===== src/design/pager_defs.svh =====
`ifndef PAGER_DEFS_SVH
`define PAGER_DEFS_SVH

// --------------------------------------------------
// Page map geometry
// --------------------------------------------------

// Page and frame number width
`define PG_PAGE_BITS    10

// In-page offset width
`define PG_OFFSET_BITS  10

// Full virtual or physical address
`define PG_ADDR_BITS    (`PG_PAGE_BITS + `PG_OFFSET_BITS)

// One table entry per page
`define PG_PAGE_COUNT   (1 << `PG_PAGE_BITS)

`endif


===== src/design/pager_pkg.sv =====
`include "pager_defs.svh"

package pager_pkg;

    // --------------------------------------------------
    // Address pieces
    // --------------------------------------------------
    typedef logic [`PG_PAGE_BITS-1:0]   pg_page_t;    // Virtual page or physical frame
    typedef logic [`PG_OFFSET_BITS-1:0] pg_offset_t;  // Offset inside a page

    typedef struct packed {
        pg_page_t   page;                             // Upper bits
        pg_offset_t offset;                           // Lower bits, never translated
    } pg_addr_t;

    // Per-page status, bit 0 used and bit 1 dirty
    typedef struct packed {
        logic dirty;                                  // Page written since last clear
        logic used;                                   // Page referenced since last clear
    } pg_status_t;

    // --------------------------------------------------
    // Command opcodes
    // --------------------------------------------------
    typedef enum logic [2:0] {
        PG_TRANSLATE_RD = 3'd0,                       // Translate, mark used
        PG_TRANSLATE_WR = 3'd1,                       // Translate, mark used and dirty
        PG_MAP_WRITE    = 3'd2,                       // Frame from data[9:0]
        PG_MAP_READ     = 3'd3,                       // Frame in low bits of response
        PG_STATUS_WRITE = 3'd4,                       // Used, dirty, reprio from data[2:0]
        PG_STATUS_READ  = 3'd5,                       // Same three bits back
        PG_FILL_REPRIO  = 3'd6,                       // Set reprio from start page to end
        PG_SET_MODE     = 3'd7                        // No-paging from data[0]
    } pg_op_e;

endpackage


===== src/design/pager_table_if.sv =====
`timescale 1ns/1ps

// One synchronous port into a page-indexed table
interface pager_table_if #(
    parameter type T = logic                // Entry payload
) ();
    import pager_pkg::*;

    pg_page_t addr;                         // Entry select
    logic     we;                           // Write strobe
    T         wdata;                        // Entry to store
    T         rdata;                        // Registered entry

    // Side that issues accesses
    modport client (
        output addr,
        output we,
        output wdata,
        input  rdata
    );

    // Side that holds the storage
    modport store (
        input  addr,
        input  we,
        input  wdata,
        output rdata
    );

endinterface


===== src/design/pager_table.sv =====
`timescale 1ns/1ps
`include "pager_defs.svh"

// Single-port page table with registered read
module pager_table #(
    parameter type T     = logic,             // Entry payload
    parameter int  DEPTH = `PG_PAGE_COUNT     // Entries
) (
    input  logic          clk,
    pager_table_if.store  tbl
);

    // --------------------------------------------------
    // Storage
    // --------------------------------------------------
    T mem [DEPTH];                            // Entries undefined until written

    always_ff @(posedge clk) begin
        if (tbl.we) begin
            mem[tbl.addr] <= tbl.wdata;       // Write lands at the edge
        end
        tbl.rdata <= mem[tbl.addr];           // Old value on a same-cycle write
    end

endmodule


===== src/design/pager_reprio_fill.sv =====
`timescale 1ns/1ps
`include "pager_defs.svh"

// Reprioritize bit table with a background fill sequencer
module pager_reprio_fill (
    input  logic                clk,
    input  logic                reset,
    input  logic                i_start,        // Begin fill
    input  pager_pkg::pg_page_t i_start_page,   // First page to set
    input  pager_pkg::pg_page_t i_page,         // Single-page access
    input  logic                i_wr,
    input  logic                i_wdata,
    output logic                o_rdata,
    output logic                o_busy,         // Fill owns the table
    output logic                o_done          // With the last write
);
    import pager_pkg::*;

    pg_page_t fill_cnt;                         // Page being written

    pager_table_if #(.T(logic)) rp_if ();

    pager_table #(
        .T     (logic),
        .DEPTH (`PG_PAGE_COUNT)
    ) u_reprio_table (
        .clk (clk),
        .tbl (rp_if.store)
    );

    // --------------------------------------------------
    // Fill sequencer
    // --------------------------------------------------
    assign o_done = o_busy && (fill_cnt == pg_page_t'(`PG_PAGE_COUNT - 1));

    always_ff @(posedge clk) begin
        if (reset) begin
            o_busy   <= 1'b0;
            fill_cnt <= '0;
        end else if (i_start) begin
            o_busy   <= 1'b1;
            fill_cnt <= i_start_page;           // Starts writing next cycle
        end else if (o_busy) begin
            if (o_done) begin
                o_busy <= 1'b0;                 // Last page written
            end else begin
                fill_cnt <= fill_cnt + 1'b1;    // One page per cycle
            end
        end
    end

    // Port arbitration, fill wins while running
    always_comb begin
        if (o_busy) begin
            rp_if.addr  = fill_cnt;
            rp_if.we    = 1'b1;
            rp_if.wdata = 1'b1;
        end else begin
            rp_if.addr  = i_page;               // Controller access
            rp_if.we    = i_wr;
            rp_if.wdata = i_wdata;
        end
    end

    assign o_rdata = rp_if.rdata;

endmodule


===== config.mk =====
export PLATFORM = sky130hd
export DESIGN_NAME = pager_reprio_fill
export DESIGN_NICKNAME = d
export VERILOG_FILES = /design/src/design/pager_pkg.sv /design/src/design/pager_table_if.sv /design/src/design/pager_table.sv /design/src/design/pager_reprio_fill.sv
export VERILOG_INCLUDE_DIRS = /design/src /design/src/design
export SDC_FILE = /design/constraint.sdc
export NUM_CORES = 1
export LEC_CHECK = 0
export BUFFER_PORTS_ARGS = -buffer_cell sky130_fd_sc_hd__buf_2
export CORE_ASPECT_RATIO = 0.7
export CORE_MARGIN = 4
export CORE_UTILIZATION = 68
export CTS_CLUSTER_SIZE = 12
export DETAILED_ROUTE_END_ITERATION = 10
export PLACE_DENSITY_LB_ADDON = 0.12
export SLEW_MARGIN = 40
export SYNTH_ARGS = -nofsm -noshare
export SYNTH_HDL_FRONTEND = slang
export SYNTH_SLANG_ARGS = --single-unit
export TNS_END_PERCENT = 10

===== constraint.sdc =====
create_clock -name clk -period 20.1 [get_ports clk]
set_input_delay 1.005 -clock clk [delete_from_list [all_inputs] [get_ports clk]]
set_output_delay 1.005 -clock clk [all_outputs]
set_load 0.005 [all_outputs]

* Word level (Yosys, flattened, before mapping)
Memory sizes are Yosys's and may differ from the RTL's. A register that Yosys moved wholly into a read port is not among the register bits. Index checks and enable logic that the tools add are counted. W data, S select, Z words.
Word-level totals: bits in writable memories 1024, memories 1, input port bits 25, register bits 11, output and inout bits 3
Memory list:
- u_reprio_table.mem | words 1024, width 1, rd ports 1, clocked after Yosys merged registers in 1, write ports 1, line pager_table.sv:16 | T mem [DEPTH];
Operators by class: add/subtract/negate cells 1, equality and inequality tests 2, mux-type cells 11, reductions and logical operators 3
Operators with widths (count):
- $mux W10 | 4
- $add A10 B1 Y10 const B | 1
- $eq A10 B10 Y1 const B | 1
- $mux W1 | 7
- $ne A2 B2 Y1 const B | 1
- $reduce_and A2 Y1 | 1
- $reduce_bool A2 Y1 | 1
- $logic_and A1 B1 Y1 | 1

* Depth between registers and ports, before layout
depth in word-level cells 5, gate-level depth with buffers 11

* Hierarchy
From an unflattened synthesis, not the netlist that was laid out.
Unflattened totals: cell total of the unflattened synthesis 3466, area, all modules 45162.1 sq um
Modules (own cells, without submodules):
- pager_table | cells each 3369, times used 1, area each 44337.5 sq um, seq. area each 30769.5 sq um
- pager_reprio_fill | cells each 97, times used 1, area each 824.5 sq um, seq. area each 220.2 sq um

* Least setup slack after synthesis
No wires, ideal clock.
kind flip-flop to flip-flop, from register o_busy, to memory u_reprio_table.mem[0] (netlist name) (data pin), setup time 1.620 ns, period minus slack after synthesis 9.530 ns, cell stages (with the launch flop) 6, required time 18.480 ns, slack 10.570 ns, arrival 7.910 ns, cells stage by stage dfxtp_1 > buf_6 > buf_6 > buf_2 > clkbuf_1 > or2_2
On the way: cells in the longest elaborated chain, start to end 1
RTL lines:
- start: declaration | line pager_reprio_fill.sv:14 | output logic o_busy,
- start signal: assignment | line pager_reprio_fill.sv:38 | o_busy <= 1'b0;
- start signal: assignment | line pager_reprio_fill.sv:41 | o_busy <= 1'b1;
- start signal: assignment | line pager_reprio_fill.sv:45 | o_busy <= 1'b0;
- $mux W1 | line pager_reprio_fill.sv:54 | if (o_busy) begin
- net rp_if.wdata | line pager_table_if.sv:11 | T wdata;
- end: declaration | line pager_table.sv:16
The timed path passes the listed nets, and every way through them passes these cells.

* Final worst setup path
from register fill_cnt[0], to register u_reprio_table.tbl.rdata (read register of u_reprio_table.mem)
On the way: cells in the longest elaborated chain, start to end 1
RTL lines:
- start: declaration | line pager_reprio_fill.sv:19 | pg_page_t fill_cnt;
- start signal: assignment | line pager_reprio_fill.sv:42 | fill_cnt <= i_start_page;
- start signal: assignment | line pager_reprio_fill.sv:47 | fill_cnt <= fill_cnt + 1'b1;
- $mux W10 | line pager_reprio_fill.sv:54
- end: declaration | line pager_table_if.sv:27 | output rdata
No other way between the ends. A chain may end at the register's enable or synchronous reset.

==> run_results.csv <==
group,metric,value,unit
status,outcome,"finished clean",
sta,finalSetupTns,0,ns
worst_hold_path,holdCritStartpoint,"i_start_page[6]",
global_routing,grt_pass1_vias,28556,
sta,finalMaxSlewViolations,0,
global_routing,met2_usage,0.537,
worst_hold_path,hp-class,"in -> reg",
setup_path,path_cells,"mux2_8 -> buf_6 -> buf_4 -> buf_6 -> mux2i_1 -> o22ai_1 -> nor4_1 -> a21oi_1 -> a2111o_1 -> a22oi_1 -> nand4_1",
clocking,cts-root-buf,"clkbuf_16",
sta,setup_slack,14.53,ns
setup_path,cp_max_fo,71,
setup_path,cp_slowest_cell,"buf_4",
global_routing,grt_pass1_wl,183000,um
setup_path,worst-path-buf-inv,3,
synthesis,netlist.area_leader.share,0.685,
clocking,cts_buffers,97,
clocking,htree_levels,3,
setup_path,r2r_cells,11,
clocking,clkLatencyLatePin,0.66,ns
setup_path,cp_top_family,"buffers and inverters",
synthesis,synth.avg_cell_area,12.9,um2
synthesis,ys.warnings.count,0,
setup_path,regToRegSetupSlack,14.53,ns
finish,multiInputGateArea,0.0129,mm2
synthesis,netlist_instances,3480,
setup_path,crit_start,"fill_cnt[0]",
clocking,clk_pin_slew,0.06,ns
detailed_routing,drtIter0Drc,5044,
global_routing,use_met1,0.499,
die,die_height,223,um
synthesis,yosysMostFrequentCell,"nor2_1",
job,maxCapViolCount,0,
synthesis,synth_edf_count,1024,
placed_design,dp_slack,14.02,ns
die,placementRows,78,
setup_path,timing.rr.end,"u_reprio_table.tbl.rdata",
finish,nets,3399,
placed_design,portBuffers,27,
sta,finalHoldViolCount,0,
die,die_width,315,um
detailed_routing,firstDrtPassIters,6,
setup_path,slowest_delay,0.78,ns
synthesis,syn_area,0.0449,mm2
clocking,clk_path_buf_depth,3,
sta,setup_viol,0,
finish,nFillCells,4081,
detailed_routing,vias,29577,
detailed_routing,drc,0,
setup_path,critical_path_required,20.61,ns
setup_path,endpoint_kind,"register",
die,fp.dieArea,0.0702,mm2
placed_design,hpwlAfterDp,65200,um
setup_path,cp_common_cell,"buf_6",
detailed_routing,drt_wl_total,126000,um
setup_path,start_kind,"register",
synthesis,yosysSeqAreaShare,0.690,
global_routing,grt_use_total,0.357,
clocking,cts_setup_buffers,0,
sta,fmax,179,MHz
detailed_routing,via_per_inst,6.90,
clocking,cts_tree,"built",
clocking,cts_sinks,1036,
setup_path,arrival,6.09,ns
pwr,p_leak,15.1,nW
detailed_routing,ant_nets,0,
die,core-area,0.0651,mm2
worst_hold_path,holdPathStages,3,
placed_design,gp_congestion,0.883,
die,start_util,0.690,
pwr,power_per_cell_area,90.7,mW/mm2
clocking,hold_buffers,0,
global_routing,grt.busiest_layer,"met2",
synthesis,synth.ff_latch_count,1036,
setup_path,timing.rr.start,"fill_cnt[0]",
sta,grt_setup_unrepaired,"false",
finish,drive_gt1_frac,0.0894,
setup_path,path_depth,11,
detailed_routing,routedWlPerCell,29.4,um
sta,fin_crit_sh,0.277,
synthesis,yosysTopAreaCell,"edfxtp_1",
synthesis,yosysUniqueCellTypes,38,
setup_path,crit_type,"reg -> reg",
global_routing,grt_remaining_overflow,0,
sta,clock_skew,0.0162,ns
die,io_pins,28,
global_routing,grt_util_met3,0.108,
global_routing,grt_max_degree,174,
clocking,post_cts_resized,0,
sta,whs,0.573,ns
sta,fin_crit,5.57,ns
setup_path,worstSetupEndpoint,"u_reprio_table.tbl.rdata",
synthesis,synth_nets,3506,
synthesis,synth_flop_cell,"edfxtp_1",
synthesis,synth.area.top_cells,"edfxtp_1 (69%), mux2i_1 (12%), nor2_1 (9.0%)",
synthesis,ys_top_cells_by_count,"nor2_1 (1072), edfxtp_1 (1024), mux2i_1 (517)",
pwr,vdd_drop_max,0.0000711,V
sta,slew_headroom,0.354,
finish,syn2layout_area_growth,8.21,%
global_routing,antenna_found_initial,3,
synthesis,synth-async-reset-ratio,0,
sta,tightestPinTransition,0.968,ns
finish,regArea,0.0310,mm2
## cell usage in the layout (no fill, tap or decap), types with 12 or more instances in the layout
cell type  netlist  layout
nor4_1          66      65
clkbuf_16        0     101
nand2_2          0      55
buf_2           89      27
edfxtp_1      1024    1024
nand2_1         86      31
dfxtp_1         12      12
nor2_1        1072    1063
mux2i_1        517     517
buf_4           13      64
o22ai_1        257     256
clkbuf_1       141      22
a21oi_1         36      36
o22ai_4          0      16
## per-layer routing
metal	wire length, um	vias to the layer above
li1	-	12394
met4	5680	2
met5	12	-
met1	45100	14449
met3	19300	406
met2	55600	2326
## registers in the layout, indices dropped and copies added (netlist names)
register	flops
u_reprio_table.mem	1024
fill_cnt	10
o_busy	1
u_reprio_table.tbl.rdata	1
## metrics by stage
stage | area, um2 | power (W) | instances | util
floorplan | 44900 | 0.00267 | 3480 | -
detailed placement | 45800 | 0.00276 | 4152 | 0.703
CTS | 48500 | 0.00439 | 4280 | 0.745
global route | 48600 | 0.00451 | 4282 | 0.746
global placement | 45600 | 0.00275 | 4149 | 0.700
finish | 48600 | 0.00440 | 4284 | 0.746
## cell type report
cell class,instances,share of cell area
diodes,2,0.000103
repair buffers,106,0.0178
inverters,6,0.000464
flip-flops and latches,1036,0.638
well taps,880,0.0227
clock buffers,124,0.0540
clock inverters,4,0.00160
multi-input cells,2126,0.265
## worst register-to-register path: stages, from the launching register on
cell,delay (ns)
dfxtp_1,0.46
mux2_8,0.72
buf_6,0.76
buf_4,0.87
buf_6,0.76
mux2i_1,0.34
o22ai_1,0.11
nor4_1,0.57
a21oi_1,0.14
a2111o_1,0.41
a22oi_1,0.19
nand4_1,0.10
## how the worst min path moves through the flow
stage | endpoint
finish | fill_cnt[6]
global route | fill_cnt[6]
global placement | fill_cnt[9]
detailed placement | fill_cnt[9]
floorplan | fill_cnt[9]
CTS | fill_cnt[6]
## power by group
part / total (W) / internal, W / switching (W)
clock: 0.00167 / 0.000925 / 0.000745
combinational: 0.000341 / 0.000102 / 0.000239
sequential: 0.00239 / 0.00239 / 0.00000521
total: 0.00440 / 0.00342 / 0.000989
## logic make-up (layout without fill, tap and decap cells)
logic type / Yosys count / in the layout / synth area share
AOI/OAI and AO/OA: 341 / 341 / 0.0500
adders and majority gates: 1 / 1 / 0.000279
xor gates and xnor gates: 8 / 8 / 0.00156
buffers and inverters: 318 / 240 / 0.0308
other: 0 / 2 / 0
DFF: 1036 / 1036 / 0.690
muxes: 520 / 520 / 0.116
and+or+nand+nor: 1256 / 1256 / 0.111
Power figures use the tool's default switching activity.
