--- config.mk ---
export PLATFORM = sky130hd
export DESIGN_NAME = pager_ctrl_flat
export DESIGN_NICKNAME = d
export VERILOG_FILES = /design/src/design/pager_pkg.sv /design/src/design/pager_table_if.sv /design/src/design/pager_ctrl.sv /design/src/flat_wrapper.sv
export VERILOG_INCLUDE_DIRS = /design/src /design/src/design
export SDC_FILE = /design/constraint.sdc
export NUM_CORES = 1
export LEC_CHECK = 0
export BUFFER_PORTS_ARGS = -buffer_cell sky130_fd_sc_hd__clkbuf_2
export CAP_MARGIN = 20
export CORE_UTILIZATION = 39
export DETAILED_ROUTE_END_ITERATION = 10
export GPL_ROUTABILITY_DRIVEN = 0
export MAX_ROUTING_LAYER = met4
export PLACE_DENSITY = 0.71
export SLEW_MARGIN = 5
export SYNTH_ARGS = -nofsm -noshare
export SYNTH_HDL_FRONTEND = slang
export SYNTH_SLANG_ARGS = --single-unit
--- constraint.sdc ---
create_clock -name clk -period 1.69 [get_ports clk]
set_input_delay 0.338 -clock clk [delete_from_list [all_inputs] [get_ports clk]]
set_output_delay 0.338 -clock clk [all_outputs]
set_load 0.01 [all_outputs]
--- src/design/pager_defs.svh ---
`ifndef PAGER_DEFS_SVH
`define PAGER_DEFS_SVH

// --------------------------------------------------
// Page map geometry
// --------------------------------------------------

// Page and frame number width
`define PG_PAGE_BITS    10

// In-page offset width
`define PG_OFFSET_BITS  10

// Full virtual or physical address
`define PG_ADDR_BITS    (`PG_PAGE_BITS + `PG_OFFSET_BITS)

// One table entry per page
`define PG_PAGE_COUNT   (1 << `PG_PAGE_BITS)

`endif

--- src/design/pager_pkg.sv ---
`include "pager_defs.svh"

package pager_pkg;

    // --------------------------------------------------
    // Address pieces
    // --------------------------------------------------
    typedef logic [`PG_PAGE_BITS-1:0]   pg_page_t;    // Virtual page or physical frame
    typedef logic [`PG_OFFSET_BITS-1:0] pg_offset_t;  // Offset inside a page

    typedef struct packed {
        pg_page_t   page;                             // Upper bits
        pg_offset_t offset;                           // Lower bits, never translated
    } pg_addr_t;

    // Per-page status, bit 0 used and bit 1 dirty
    typedef struct packed {
        logic dirty;                                  // Page written since last clear
        logic used;                                   // Page referenced since last clear
    } pg_status_t;

    // --------------------------------------------------
    // Command opcodes
    // --------------------------------------------------
    typedef enum logic [2:0] {
        PG_TRANSLATE_RD = 3'd0,                       // Translate, mark used
        PG_TRANSLATE_WR = 3'd1,                       // Translate, mark used and dirty
        PG_MAP_WRITE    = 3'd2,                       // Frame from data[9:0]
        PG_MAP_READ     = 3'd3,                       // Frame in low bits of response
        PG_STATUS_WRITE = 3'd4,                       // Used, dirty, reprio from data[2:0]
        PG_STATUS_READ  = 3'd5,                       // Same three bits back
        PG_FILL_REPRIO  = 3'd6,                       // Set reprio from start page to end
        PG_SET_MODE     = 3'd7                        // No-paging from data[0]
    } pg_op_e;

endpackage

--- src/design/pager_table_if.sv ---
`timescale 1ns/1ps

// One synchronous port into a page-indexed table
interface pager_table_if #(
    parameter type T = logic                // Entry payload
) ();
    import pager_pkg::*;

    pg_page_t addr;                         // Entry select
    logic     we;                           // Write strobe
    T         wdata;                        // Entry to store
    T         rdata;                        // Registered entry

    // Side that issues accesses
    modport client (
        output addr,
        output we,
        output wdata,
        input  rdata
    );

    // Side that holds the storage
    modport store (
        input  addr,
        input  we,
        input  wdata,
        output rdata
    );

endinterface

--- src/design/pager_ctrl.sv ---
`timescale 1ns/1ps
`include "pager_defs.svh"

// Command FSM for translation and table access
module pager_ctrl (
    input  logic                      clk,
    input  logic                      reset,
    input  logic                      i_cmd_valid,
    input  pager_pkg::pg_op_e         i_cmd_op,
    input  pager_pkg::pg_addr_t       i_cmd_addr,
    input  logic [`PG_ADDR_BITS-1:0]  i_cmd_data,
    input  logic                      i_rsp_ready,
    input  logic                      i_reprio_rdata,  // Registered reprio bit
    input  logic                      i_fill_busy,
    input  logic                      i_fill_done,
    pager_table_if.client             map_if,          // Frame table
    pager_table_if.client             stat_if,         // Used and dirty table
    output logic                      o_cmd_ready,
    output logic                      o_rsp_valid,
    output pager_pkg::pg_addr_t       o_rsp_data,
    output logic                      o_fill_start,
    output pager_pkg::pg_page_t       o_fill_page,
    output pager_pkg::pg_page_t       o_reprio_page,
    output logic                      o_reprio_wr,
    output logic                      o_reprio_wdata
);
    import pager_pkg::*;

    typedef enum logic [1:0] {
        ST_IDLE,                                    // Waiting for a command
        ST_READ,                                    // Tables see the address
        ST_RESP,                                    // Read data back, form response
        ST_FILL                                     // Reprio fill running
    } state_e;

    state_e                   state;
    pg_op_e                   cmd_op;               // Latched command
    pg_addr_t                 cmd_addr;
    logic [`PG_ADDR_BITS-1:0] cmd_data;
    logic                     no_paging;            // Mode register
    logic                     accept;
    logic                     is_xlate;
    pg_page_t                 frame;
    pg_status_t               old_stat;
    pg_status_t               new_stat;
    pg_addr_t                 rsp_next;

    // --------------------------------------------------
    // Handshake and command latch
    // --------------------------------------------------
    assign o_cmd_ready = (state == ST_IDLE) && !o_rsp_valid && !i_fill_busy;
    assign accept      = i_cmd_valid && o_cmd_ready;
    assign is_xlate    = (cmd_op == PG_TRANSLATE_RD) || (cmd_op == PG_TRANSLATE_WR);

    always_ff @(posedge clk) begin
        if (accept) begin
            cmd_op   <= i_cmd_op;
            cmd_addr <= i_cmd_addr;
            cmd_data <= i_cmd_data;
        end
    end

    // Fill starts on the accepting edge
    assign o_fill_start = accept && (i_cmd_op == PG_FILL_REPRIO);
    assign o_fill_page  = i_cmd_addr.page;

    // --------------------------------------------------
    // FSM
    // --------------------------------------------------
    always_ff @(posedge clk) begin
        if (reset) begin
            state       <= ST_IDLE;
            o_rsp_valid <= 1'b0;
            no_paging   <= 1'b0;
        end else begin
            if (o_rsp_valid && i_rsp_ready) begin
                o_rsp_valid <= 1'b0;                // Response taken
            end
            case (state)
                ST_IDLE: begin
                    if (accept) begin
                        state <= (i_cmd_op == PG_FILL_REPRIO) ? ST_FILL : ST_READ;
                    end
                end
                ST_READ: begin
                    state <= ST_RESP;
                    if (cmd_op == PG_SET_MODE) begin
                        no_paging <= cmd_data[0];
                    end
                end
                ST_RESP: begin
                    state       <= ST_IDLE;
                    o_rsp_valid <= 1'b1;            // Two edges after accept
                end
                ST_FILL: begin
                    if (i_fill_done || !i_fill_busy) begin
                        state       <= ST_IDLE;
                        o_rsp_valid <= 1'b1;
                    end
                end
                default: state <= ST_IDLE;
            endcase
        end
    end

    // --------------------------------------------------
    // Response forming
    // --------------------------------------------------
    assign frame    = no_paging ? cmd_addr.page : map_if.rdata;  // Bypass map in no-paging
    assign old_stat = stat_if.rdata;

    always_comb begin
        case (cmd_op)
            PG_TRANSLATE_RD,
            PG_TRANSLATE_WR: rsp_next = {frame, cmd_addr.offset};
            PG_MAP_READ:     rsp_next = {{`PG_OFFSET_BITS{1'b0}}, map_if.rdata};
            PG_STATUS_READ:  rsp_next = {{(`PG_ADDR_BITS - 3){1'b0}}, i_reprio_rdata,
                                         old_stat.dirty, old_stat.used};
            default:         rsp_next = '0;         // Writes, mode
        endcase
    end

    // Held while the consumer stalls
    always_ff @(posedge clk) begin
        if (state == ST_RESP) begin
            o_rsp_data <= rsp_next;
        end else if (state == ST_FILL) begin
            o_rsp_data <= '0;
        end
    end

    // --------------------------------------------------
    // Table accesses
    // --------------------------------------------------
    assign map_if.addr  = cmd_addr.page;            // Always the virtual page
    assign map_if.we    = (state == ST_READ) && (cmd_op == PG_MAP_WRITE);
    assign map_if.wdata = cmd_data[`PG_PAGE_BITS-1:0];

    // Used and dirty RMW in the response cycle
    always_comb begin
        new_stat.used  = 1'b1;
        new_stat.dirty = old_stat.dirty | (cmd_op == PG_TRANSLATE_WR);
    end

    assign stat_if.addr  = cmd_addr.page;
    assign stat_if.we    = ((state == ST_READ) && (cmd_op == PG_STATUS_WRITE))
                        || ((state == ST_RESP) && is_xlate);
    assign stat_if.wdata = (state == ST_RESP)
                         ? new_stat
                         : pg_status_t'{dirty: cmd_data[1], used: cmd_data[0]};

    // Reprio single-page path
    assign o_reprio_page  = cmd_addr.page;
    assign o_reprio_wr    = (state == ST_READ) && (cmd_op == PG_STATUS_WRITE);
    assign o_reprio_wdata = cmd_data[2];

endmodule

--- src/flat_wrapper.sv ---
// flat-port wrapper written by rule: the top's interface ports become plain ports
module pager_ctrl_flat import pager_pkg::*;
  (clk, reset, i_cmd_valid, i_cmd_op, i_cmd_addr, i_cmd_data, i_rsp_ready, i_reprio_rdata, i_fill_busy, i_fill_done, o_cmd_ready, o_rsp_valid, o_rsp_data, o_fill_start, o_fill_page, o_reprio_page, o_reprio_wr, o_reprio_wdata, map_if_addr, map_if_we, map_if_wdata, map_if_rdata, stat_if_addr, stat_if_we, stat_if_wdata, stat_if_rdata);
  pager_table_if map_if_i ();
  pager_table_if stat_if_i ();
  input  logic clk;
  input  logic reset;
  input  logic i_cmd_valid;
  input  pager_pkg::pg_op_e i_cmd_op;
  input  pager_pkg::pg_addr_t i_cmd_addr;
  input  logic [`PG_ADDR_BITS-1:0] i_cmd_data;
  input  logic i_rsp_ready;
  input  logic i_reprio_rdata;
  input  logic i_fill_busy;
  input  logic i_fill_done;
  output logic o_cmd_ready;
  output logic o_rsp_valid;
  output pager_pkg::pg_addr_t o_rsp_data;
  output logic o_fill_start;
  output pager_pkg::pg_page_t o_fill_page;
  output pager_pkg::pg_page_t o_reprio_page;
  output logic o_reprio_wr;
  output logic o_reprio_wdata;
  output wire logic [$bits(map_if_i.addr)-1:0] map_if_addr;
  output wire logic [$bits(map_if_i.we)-1:0] map_if_we;
  output wire logic [$bits(map_if_i.wdata)-1:0] map_if_wdata;
  input wire logic [$bits(map_if_i.rdata)-1:0] map_if_rdata;
  output wire logic [$bits(stat_if_i.addr)-1:0] stat_if_addr;
  output wire logic [$bits(stat_if_i.we)-1:0] stat_if_we;
  output wire logic [$bits(stat_if_i.wdata)-1:0] stat_if_wdata;
  input wire logic [$bits(stat_if_i.rdata)-1:0] stat_if_rdata;
  assign map_if_addr = map_if_i.addr;
  assign map_if_we = map_if_i.we;
  assign map_if_wdata = map_if_i.wdata;
  assign map_if_i.rdata = map_if_rdata;
  assign stat_if_addr = stat_if_i.addr;
  assign stat_if_we = stat_if_i.we;
  assign stat_if_wdata = stat_if_i.wdata;
  assign stat_if_i.rdata = stat_if_rdata;
  pager_ctrl u_core (.clk(clk), .reset(reset), .i_cmd_valid(i_cmd_valid), .i_cmd_op(i_cmd_op), .i_cmd_addr(i_cmd_addr), .i_cmd_data(i_cmd_data), .i_rsp_ready(i_rsp_ready), .i_reprio_rdata(i_reprio_rdata), .i_fill_busy(i_fill_busy), .i_fill_done(i_fill_done), .map_if(map_if_i), .stat_if(stat_if_i), .o_cmd_ready(o_cmd_ready), .o_rsp_valid(o_rsp_valid), .o_rsp_data(o_rsp_data), .o_fill_start(o_fill_start), .o_fill_page(o_fill_page), .o_reprio_page(o_reprio_page), .o_reprio_wr(o_reprio_wr), .o_reprio_wdata(o_reprio_wdata));
endmodule
# [Word level (Yosys, flattened, before mapping)]
# Cells that the tools add are included.
[word_totals] regBits=50 input_bits=52 output_inout_bits=69
[classes] n_eq_ne=12 mux=12 n_reduce_logical=19
[op_table] cell="$pmux 20 s3" count=1
[op_table] cell="$mux 20" count=2
[op_table] cell="$eq 3x3->1 const B" count=4
[op_table] cell="$mux 10" count=1
[op_table] cell="$logic_and 1x1->1" count=8
[op_table] cell="$pmux 2 s4" count=1
[op_table] cell="$eq 3x2->1 const B" count=2
[op_table] cell="$mux 2" count=3
[op_table] cell="$eq 2x2->1 const B" count=2
[op_table] cell="$ne 2x1->1 const B" count=2
[op_table] cell="$reduce_and 2->1" count=2
[op_table] cell="$eq 3x1->1 const B" count=1
[op_table] cell="$logic_not 3->1" count=1
[op_table] cell="$logic_or 1x1->1" count=3
[op_table] cell="$mux 1" count=3
[op_table] cell="$eq 2x1->1 const B" count=1
[op_table] cell="$logic_not 1->1" count=2
[op_table] cell="$logic_not 2->1" count=1
[op_table] cell="$pmux 1 s2" count=1
[op_table] cell="$reduce_bool 2->1" count=1
[op_table] cell="$reduce_or 2->1" count=1

# [Logic depth before layout (Yosys ltp)]
# Gate-level depths: netlist of the first run.
[depth] word_depth=6 mapped_depth=4 depth_no_buf=3

# [Worst setup path before layout of the first run]
# No wires, ideal clock.
[synth_path] kind="register to register" startpoint="register u_core.state[1]" endpoint="register u_core.cmd_addr[0] (netlist bit), enable pin" setup_time_ns=0.380 arrival_ns=1.425 setup_slack_ns=-0.115 stages_incl_launch_ff=4 n_path_buf=0 period_less_slack_ns=1.805 path_cell_list="dfxtp_1 nor4_2 nand2_1 inv_1"
[synth_via] elab_chain_len=4
[synth_lines] item="start: declaration" line_no="pager_ctrl.sv:36" source="state_e state;"
[synth_lines] item="start signal: assignment" line_no="pager_ctrl.sv:82" source="state <= (i_cmd_op == PG_FILL_REPRIO) ? ST_FILL : ST_READ;"
[synth_lines] item="$logic_not 2->1" line_no="pager_ctrl.sv:51" source="assign o_cmd_ready = (state == ST_IDLE) && !o_rsp_valid && !i_fill_busy;"
[synth_lines] item="$logic_and 1x1->1 (2 in a row)" line_no="pager_ctrl.sv:51"
[synth_lines] item="named net o_cmd_ready" line_no="flat_wrapper.sv:16" source="output logic o_cmd_ready;"
[synth_lines] item="$logic_and 1x1->1" line_no="pager_ctrl.sv:52" source="assign accept = i_cmd_valid && o_cmd_ready;"
[synth_lines] item="named net u_core.accept" line_no="pager_ctrl.sv:41" source="logic accept;"
[synth_lines] item="end signal: assignment" line_no="pager_ctrl.sv:58" source="cmd_addr <= i_cmd_addr;"
[synth_lines] item="end: declaration" line_no="pager_ctrl.sv:38" source="pg_addr_t cmd_addr;"
# The timed path passes the listed nets, and every way through them passes these cells.
# A chain may end at the register's enable or synchronous reset.

# [Worst setup path after layout of the first run]
[layout_path] startpoint="register u_core.cmd_op[2]" endpoint="output stat_if_we"
[layout_via] elab_chain_len=4
[layout_lines] item="start: declaration" line_no="pager_ctrl.sv:37" source="pg_op_e cmd_op;"
[layout_lines] item="start signal: assignment" line_no="pager_ctrl.sv:57" source="cmd_op <= i_cmd_op;"
[layout_lines] item="$eq 3x1->1 / $logic_not 3->1 (equally long branches)" line_no="pager_ctrl.sv:53" source="assign is_xlate = (cmd_op == PG_TRANSLATE_RD) || (cmd_op == PG_TRANSLATE_WR);"
[layout_lines] item="$logic_or 1x1->1" line_no="pager_ctrl.sv:53"
[layout_lines] item="$logic_and 1x1->1" line_no="pager_ctrl.sv:147" source="|| ((state == ST_RESP) && is_xlate);"
[layout_lines] item="$logic_or 1x1->1 *" line_no="pager_ctrl.sv:147"
[layout_lines] item="end: declaration" line_no="flat_wrapper.sv:29" source="output wire logic [$bits(stat_if_i.we)-1:0] stat_if_we;"
# Mark *: on every way between the ends. The rest lies on a longest branch, timed or not.

==> reports/summary.json, run 1 <==
{
  "outcome": {
    "status": "finished clean"
  },
  "synthesis": {
    "synth_cell_type_count": 31,
    "netlist_instances": 149,
    "synth-seq-cells": 49,
    "ys_warn_count": 0,
    "syn_avg_cell_area_sq_um": 14.2,
    "number_of_synthesized_flops_with_an_enable_pin": 45,
    "synth_top_flop_cell": "sky130_fd_sc_hd__edfxtp_1",
    "syn_area_sq_mm": 0.00211,
    "postSynthNetCount": 201,
    "postSynth.asyncResetShare_pct": 0,
    "yosysSeqAreaShare_pct": 67.7
  },
  "floorplanning": {
    "fp.coreArea_sq_mm": 0.00517,
    "ios": 121,
    "start_util_pct": 40.9,
    "die_height_um": 75.6,
    "rows": 26,
    "die_area_sq_mm": 0.00572,
    "die_wd_um": 75.6
  },
  "sta": {
    "min_period_over_period_pct": 99.5,
    "unrepaired_setup_endpoints_after_global_routing": "true",
    "whs_ps": 213,
    "slew_viol_final": 0,
    "fin_crit_ps": 1680,
    "totalNegativeSetupSlack_ps": 0,
    "fin_ws_ps": 7.95,
    "tightest_slew_ps": 347,
    "report.final.setup_viol": 0,
    "clock_skew_ps": 7.00,
    "final-hold-violation-count": 0,
    "maxClockFrequency_ghz": 0.595,
    "relative_slew_slack_pct": 76.9
  },
  "placed_design": {
    "post-place-ws_ps": 226,
    "numPortBuffers": 102,
    "post_dp_hpwl_um": 2620
  },
  "power": {
    "switching_power_uw": 500,
    "total_power_mw": 2.56,
    "ir_drop_mv": 0.416,
    "pleak_nw": 1.18,
    "internal_power_mw": 2.06,
    "comb_power_share_pct": 8.5,
    "power.sequential.fraction_pct": 54.3,
    "clock_power_share_pct": 37.2,
    "switching_share_pct": 19.5,
    "power_density_cells_mw_per_mm2": 955
  },
  "drt": {
    "route.vias.total": 1276,
    "avgViaCountPerCell": 4.33,
    "avgRoutedWirePerCell_um": 11.6,
    "wirelength_um": 3430,
    "drt_pre_antenna_iters": 4,
    "dr.first_iter.drc_count": 16,
    "remaining_drc_errors": 0,
    "detail-route-antenna-nets": 0
  },
  "run": {
    "drv.max_cap_violation_count": 0
  },
  "final_layout": {
    "areaGrowthSynthToFinish_pct": 26.5,
    "n_antenna_cell": 0,
    "layout-drive-gt1-share_pct": 57.8,
    "final_core_util_pct": 51.7,
    "final_nets": 276
  },
  "setup_path": {
    "crit_path_max_fanout": 4,
    "cp.arrival_ps": 1340,
    "timing.critical_path.required_ps": 1350,
    "timing.critical_path.from_type": "flop",
    "endpoint_kind": "output pin",
    "worstSetupPathType": "reg2out"
  },
  "grt": {
    "grt_max_degree": 18,
    "grt.overflow.total": 0,
    "wire_length_of_the_first_global_routing_pass_um": 4770,
    "grt_pass1_vias": 1035,
    "grt_antenna_before_repair": 0,
    "grt_use_total_pct": 12.3
  },
  "clocking": {
    "clockRootBuffer": "sky130_fd_sc_hd__clkbuf_8",
    "cts.reportedPaths.clkPinSlew_ps": 90,
    "cts_max_level": 2,
    "cts_num_sinks": 49,
    "clock_insertion_delay_worst_skew_ps": 290,
    "tritoncts_clock_tree": "yes",
    "ctsLongestPathBuffers": 2,
    "total_clock_buffers_created_by_cts": 5
  },
  "worst_hold_path": {
    "min-delay-path-class": "in2reg"
  }
}
-- placed cells by master, fill, tap and decap left out, types with 3 or more instances in the layout --
cell / n
sky130_fd_sc_hd__nand3_1: 3
sky130_fd_sc_hd__and3_1: 9
sky130_fd_sc_hd__inv_1: 3
sky130_fd_sc_hd__clkbuf_2: 100
sky130_fd_sc_hd__nor2b_1: 5
sky130_fd_sc_hd__a21oi_1: 4
sky130_fd_sc_hd__clkbuf_8: 5
sky130_fd_sc_hd__buf_4: 8
sky130_fd_sc_hd__edfxtp_1: 45
sky130_fd_sc_hd__and2_1: 8
-- registers in the layout (all words and copies together), names as in the netlist --
signal              flops
u_core.cmd_addr        10
u_core.cmd_data         2
u_core.cmd_op           3
u_core.map_if.addr     10
u_core.no_paging        1
u_core.o_rsp_data      20
u_core.o_rsp_valid      1
u_core.state            2
-- layout make-up --
class                      count  area, sq um
fill                         439         2500
sequential                    49         1440
timing repair buffer         113          622
multi-input combinational     51          377
tap                           70         87.6
clock buffer                   5         68.8
clock inverter                 3         65.1
inverter                       4         18.8
-- final timing paths --
| kind | startpoint | to | slack, ps | depth (start not counted) |
|---|---|---|---|---|
| setup / recovery | u_core.cmd_op[2] | stat_if_we | 8 | 3 |
| setup reg to reg | u_core.state[1] | u_core.map_if.addr[6] | 240 | 5 |
| hold reg to reg | u_core.cmd_addr[8] | u_core.o_rsp_data[8] | 520 | 1 |
| hold / removal | i_cmd_addr[2] | u_core.cmd_addr[2] | 210 | 1 |
-- repair_timing --
action,4_1_cts,5_1_grt
pin swaps,2,4
buffers inserted,1,3
hold buffers,0,0
cloned,0,0
resized for setup,7,4
endpoints found under the setup margin,4,4
-- kinds of logic (layout without fill, tap and decap cells) --
family / count (synthesis) / count (layout) / share of synthesized area [%]
DFF: 49 / 49 / 67.7
buffers and inverters: 49 / 125 / 16.2
and+or+nand+nor: 41 / 41 / 13.1
AOI/OAI and AO/OA: 9 / 9 / 2.49
muxes: 1 / 1 / 0.473
-- synth_stat cells (2+ instances only) --
cell / number / area share (%)
sky130_fd_sc_hd__buf_4: 40 / 14
sky130_fd_sc_hd__nand3_1: 3 / 0.71
sky130_fd_sc_hd__nor2b_1: 5 / 1.5
sky130_fd_sc_hd__dfxtp_1: 4 / 3.8
sky130_fd_sc_hd__inv_1: 4 / 0.71
sky130_fd_sc_hd__nand2_1: 2 / 0.36
sky130_fd_sc_hd__nand2b_1: 2 / 0.59
sky130_fd_sc_hd__a21oi_1: 4 / 0.95
sky130_fd_sc_hd__o21ai_0: 2 / 0.47
sky130_fd_sc_hd__and2_1: 8 / 2.4
sky130_fd_sc_hd__clkbuf_1: 3 / 0.53
sky130_fd_sc_hd__and3_1: 9 / 2.7
sky130_fd_sc_hd__edfxtp_1: 45 / 64
-- critical path, cell delays in order, from the launching register on --
cell and delay [ps]:
sky130_fd_sc_hd__edfxtp_1 510, sky130_fd_sc_hd__nor4b_4 180, sky130_fd_sc_hd__or2_1 220, sky130_fd_sc_hd__buf_2 140
-- per-stage QoR --
step                      instance area [sq um]  instances
after floorplan                            2120        149
after global placement                     2470        283
after detailed placement                   2470        283
after CTS                                  2650        292
after global routing                       2680        295
final                                      2680        295
-- power groups by stage --
stage	Clock [mW]	Sequential (mW)	Combinational, mW
after CTS	0.970	1.39	0.213
after global placement	0	1.41	0.202
final	0.950	1.39	0.218
after global routing	1.02	1.39	0.241
after detailed placement	0	1.42	0.204
after floorplan	0	1.42	0.132
-- layer usage --
metal | GRT usage (%) | part of all wire [%]
met1 | 13.5 | 39
met2 | 21.1 | 55
met3 | 3.97 | 5.1
met4 | 4.32 | 0.79
met5 | - | 0
(Power assumes the default switching activity.)
==> run 2: changes to the inputs <==
--- a/config.mk
+++ b/config.mk
@@ -15,2 +15,3 @@
 export PLACE_DENSITY = 0.71
+export REMOVE_ABC_BUFFERS = 1
 export SLEW_MARGIN = 5
==> constraint.sdc (replaced) <==
create_clock -name clk -period 1.69 [get_ports clk]
set_input_delay 0.2535 -clock clk [delete_from_list [all_inputs] [get_ports clk]]
set_output_delay 0.2535 -clock clk [all_outputs]
set_load 0.01 [all_outputs]
==> run 2 against run 1 <==
The run now ends with negative setup slack left. Clock skew down 3.5 ps. Register-to-register slack got worse by 20 ps. Critical path depth unchanged. Clock power is 16% lower. Cell area is 0.94% lower. Count of clock-buffer cells in the layout did not move. Non-clock buffer count shrank 1. Maximum frequency decreased by 0.59%. Cell count shrank 0.34%. Power is 6.3% lower. Combinational power is 5% lower. Sequential share of layout area increased by 0.51 points. Critical path type unchanged. Largest cell class unchanged.
==> reports/summary.json, run 2 (synthesis results as in run 1) <==
{
  "sta": {
    "min_period_over_period": {"value": 100, "unit": "%", "change": "+0.59 points"},
    "totalNegativeSetupSlack": {"value": -2.03, "unit": "ps", "change": "-2.03 ps"},
    "slew_viol_final": {"value": 0, "change": "unchanged"},
    "whs": {"value": 131, "unit": "ps", "change": "-81.5 ps"},
    "tightest_slew": {"value": 339, "unit": "ps", "change": "-8.14 ps"},
    "report.final.setup_viol": {"value": 1, "change": "+1"},
    "relative_slew_slack": {"value": 77.1, "unit": "%", "change": "+0.28 points"},
    "fin_ws": {"value": -2.03, "unit": "ps", "change": "-9.98 ps"},
    "fin_crit": {"value": 1690, "unit": "ps", "change": "+9.98 ps"},
    "maxClockFrequency": {"value": 0.591, "unit": "GHz", "change": "-0.59%"},
    "unrepaired_setup_endpoints_after_global_routing": "true",
    "final-hold-violation-count": {"value": 0, "change": "unchanged"},
    "clock_skew": {"value": 3.48, "unit": "ps", "change": "-3.52 ps"}
  },
  "final_layout": {
    "largest_register_ff_count": {"value": 20, "change": "unchanged"},
    "final_nets": {"value": 275, "change": "-0.36%"},
    "areaGrowthSynthToFinish_pct": 25.3,
    "most_frequent_cells_in_the_layout": "sky130_fd_sc_hd__clkbuf_2 (99), sky130_fd_sc_hd__edfxtp_1 (45), sky130_fd_sc_hd__and3_1 (9)",
    "most_common_library_cell_in_the_layout_ignoring_fill_and_taps": "sky130_fd_sc_hd__clkbuf_2",
    "final_core_util": {"value": 51.2, "unit": "%", "change": "-0.48 points"},
    "regMostFlops": "u_core.o_rsp_data",
    "layout-drive-gt1-share": {"value": 56.7, "unit": "%", "change": "-1.1 points"},
    "n_antenna_cell": {"value": 0, "change": "unchanged"},
    "instances_no_fill": {"value": 294, "change": "-0.34%"},
    "finish.instance_area": {"value": 0.00265, "unit": "sq mm", "change": "-0.94%"}
  },
  "power": {
    "switching_power": {"value": 497, "unit": "uW", "change": "-0.59%"},
    "comb_power_share": {"value": 8.7, "unit": "%", "change": "+0.2 points"},
    "ir_drop": {"value": 0.385, "unit": "mV", "change": "-7.3%"},
    "pleak": {"value": 1.17, "unit": "nW", "change": "-0.86%"},
    "switching_share": {"value": 20.7, "unit": "%", "change": "+1.2 points"},
    "clock_power_share": {"value": 33.2, "unit": "%", "change": "-4.0 points"},
    "power.sequential.fraction": {"value": 58.1, "unit": "%", "change": "+3.8 points"},
    "power_density_cells": {"value": 904, "unit": "mW/mm^2", "change": "-5.4%"},
    "total_power": {"value": 2.40, "unit": "mW", "change": "-6.3%"},
    "internal_power": {"value": 1.90, "unit": "mW", "change": "-7.6%"}
  },
  "setup_path": {
    "crit_path_max_fanout": {"value": 6, "change": "+2"},
    "worstSetupPathType": "reg2out",
    "endpoint_kind": "output pin",
    "timing.critical_path.from_type": "flop",
    "setup.worst_path.start": "u_core.cmd_op[0]",
    "cp.arrival": {"value": 1440, "unit": "ps", "change": "+100 ps"},
    "timing.critical_path.required": {"value": 1440, "unit": "ps", "change": "+90 ps"},
    "timing.rr.start": "u_core.cmd_op[1]"
  },
  "grt": {
    "grt.overflow.total": {"value": 0, "change": "unchanged"},
    "grt_antenna_before_repair": {"value": 0, "change": "unchanged"},
    "wire_length_of_the_first_global_routing_pass": {"value": 5090, "unit": "um", "change": "+6.7%"},
    "grt_pass1_vias": {"value": 1120, "change": "+8.2%"},
    "grt_max_degree": {"value": 18, "change": "unchanged"},
    "grt_use_total": {"value": 13.0, "unit": "%", "change": "+0.68 points"}
  },
  "placed_design": {
    "post-place-ws": {"value": 202, "unit": "ps", "change": "-23.4 ps"},
    "place.detailed.instances": {"value": 281, "change": "-0.71%"},
    "placed_area": {"value": 0.00245, "unit": "sq mm", "change": "-0.76%"},
    "post_dp_hpwl": {"value": 2830, "unit": "um", "change": "+8.2%"},
    "numPortBuffers": {"value": 102, "change": "unchanged"}
  },
  "clocking": {
    "cts_num_sinks": {"value": 49, "change": "unchanged"},
    "total_clock_buffers_created_by_cts": {"value": 5, "change": "unchanged"},
    "ctsLongestPathBuffers": {"value": 2, "change": "unchanged"},
    "cts.reportedPaths.clkPinSlew": {"value": 80, "unit": "ps", "change": "about the same"},
    "cts_max_level": {"value": 2, "change": "unchanged"},
    "clockRootBuffer": "sky130_fd_sc_hd__clkbuf_8",
    "clock_insertion_delay_worst_skew": {"value": 290, "unit": "ps", "change": "about the same"},
    "tritoncts_clock_tree": "yes"
  },
  "drt": {
    "wirelength": {"value": 3620, "unit": "um", "change": "+5.5%"},
    "remaining_drc_errors": {"value": 0, "change": "unchanged"},
    "avgViaCountPerCell": {"value": 4.48, "change": "+3.5%"},
    "avgRoutedWirePerCell": {"value": 12.3, "unit": "um", "change": "+5.9%"},
    "detail-route-antenna-nets": {"value": 0, "change": "unchanged"},
    "route.vias.total": {"value": 1316, "change": "+3.1%"},
    "dr.first_iter.drc_count": {"value": 53, "change": "+37"},
    "drt_pre_antenna_iters": {"value": 4, "change": "unchanged"}
  },
  "floorplanning": {
    "die_height": {"value": 75.6, "unit": "um", "change": "unchanged"},
    "ios": {"value": 121, "change": "unchanged"},
    "die_area": {"value": 0.00572, "unit": "sq mm", "change": "unchanged"},
    "start_util": {"value": 40.9, "unit": "%", "change": "unchanged"},
    "rows": {"value": 26, "change": "unchanged"},
    "die_wd": {"value": 75.6, "unit": "um", "change": "unchanged"},
    "fp.coreArea": {"value": 0.00517, "unit": "sq mm", "change": "unchanged"}
  },
  "worst_hold_path": {
    "min-delay-path-class": "in2reg",
    "hold_crit_start": "i_cmd_data[0]"
  },
  "outcome": {
    "violated_checks": "negative setup slack",
    "status": "complete, but fails checks"
  },
  "run": {
    "drv.max_cap_violation_count": {"value": 0, "change": "unchanged"}
  }
}
[run 2: critical path, stage by stage (launching register included)]
cell and delay, ps:
sky130_fd_sc_hd__edfxtp_1 520, sky130_fd_sc_hd__nor4b_4 370, sky130_fd_sc_hd__or2_1 160, sky130_fd_sc_hd__buf_6 100
[run 2: repair_timing]
action | in CTS | in global routing
setup buffers | 4 | 1
gates resized for setup | 8 | 6
pin swaps | 3 | 4
hold buffers | 0 | 0
endpoints found under the setup margin | 4 | 4
[run 2: final timing paths]
path,to,slack (ps),cells after the start
max,stat_if_we,-2,3
min,u_core.cmd_data[0],130,1
max reg2reg,u_core.o_rsp_data[19],220,5
min reg2reg,u_core.o_rsp_data[3],520,1
[run 2: cell type report]
class | instances | area (sq um)
multi-input combinational | 51 | 372
sequential | 49 | 1440
clock inverter | 3 | 41.3
fill | 432 | 2520
inverter | 4 | 15.0
timing repair buffer | 112 | 629
tap | 70 | 87.6
clock buffer | 5 | 68.8
[run 2: power by group through the flow]
| stage | Sequential, mW | Combinational [mW] | Clock, mW |
|---|---|---|---|
| after floorplan | 1.44 | 0.0359 | 0 |
| after CTS | 1.39 | 0.208 | 0.822 |
| after detailed placement | 1.42 | 0.198 | 0 |
| final | 1.39 | 0.208 | 0.796 |
| after global placement | 1.42 | 0.195 | 0 |
| after global routing | 1.40 | 0.233 | 0.857 |
[run 2: layer usage]
metal,GRT usage (%),wire length (um),vias up
met5,-,0,-
li1,-,-,633
met2,23.0,1880,76
met3,3.17,256,4
met4,6.17,30,0
met1,13.6,1460,603
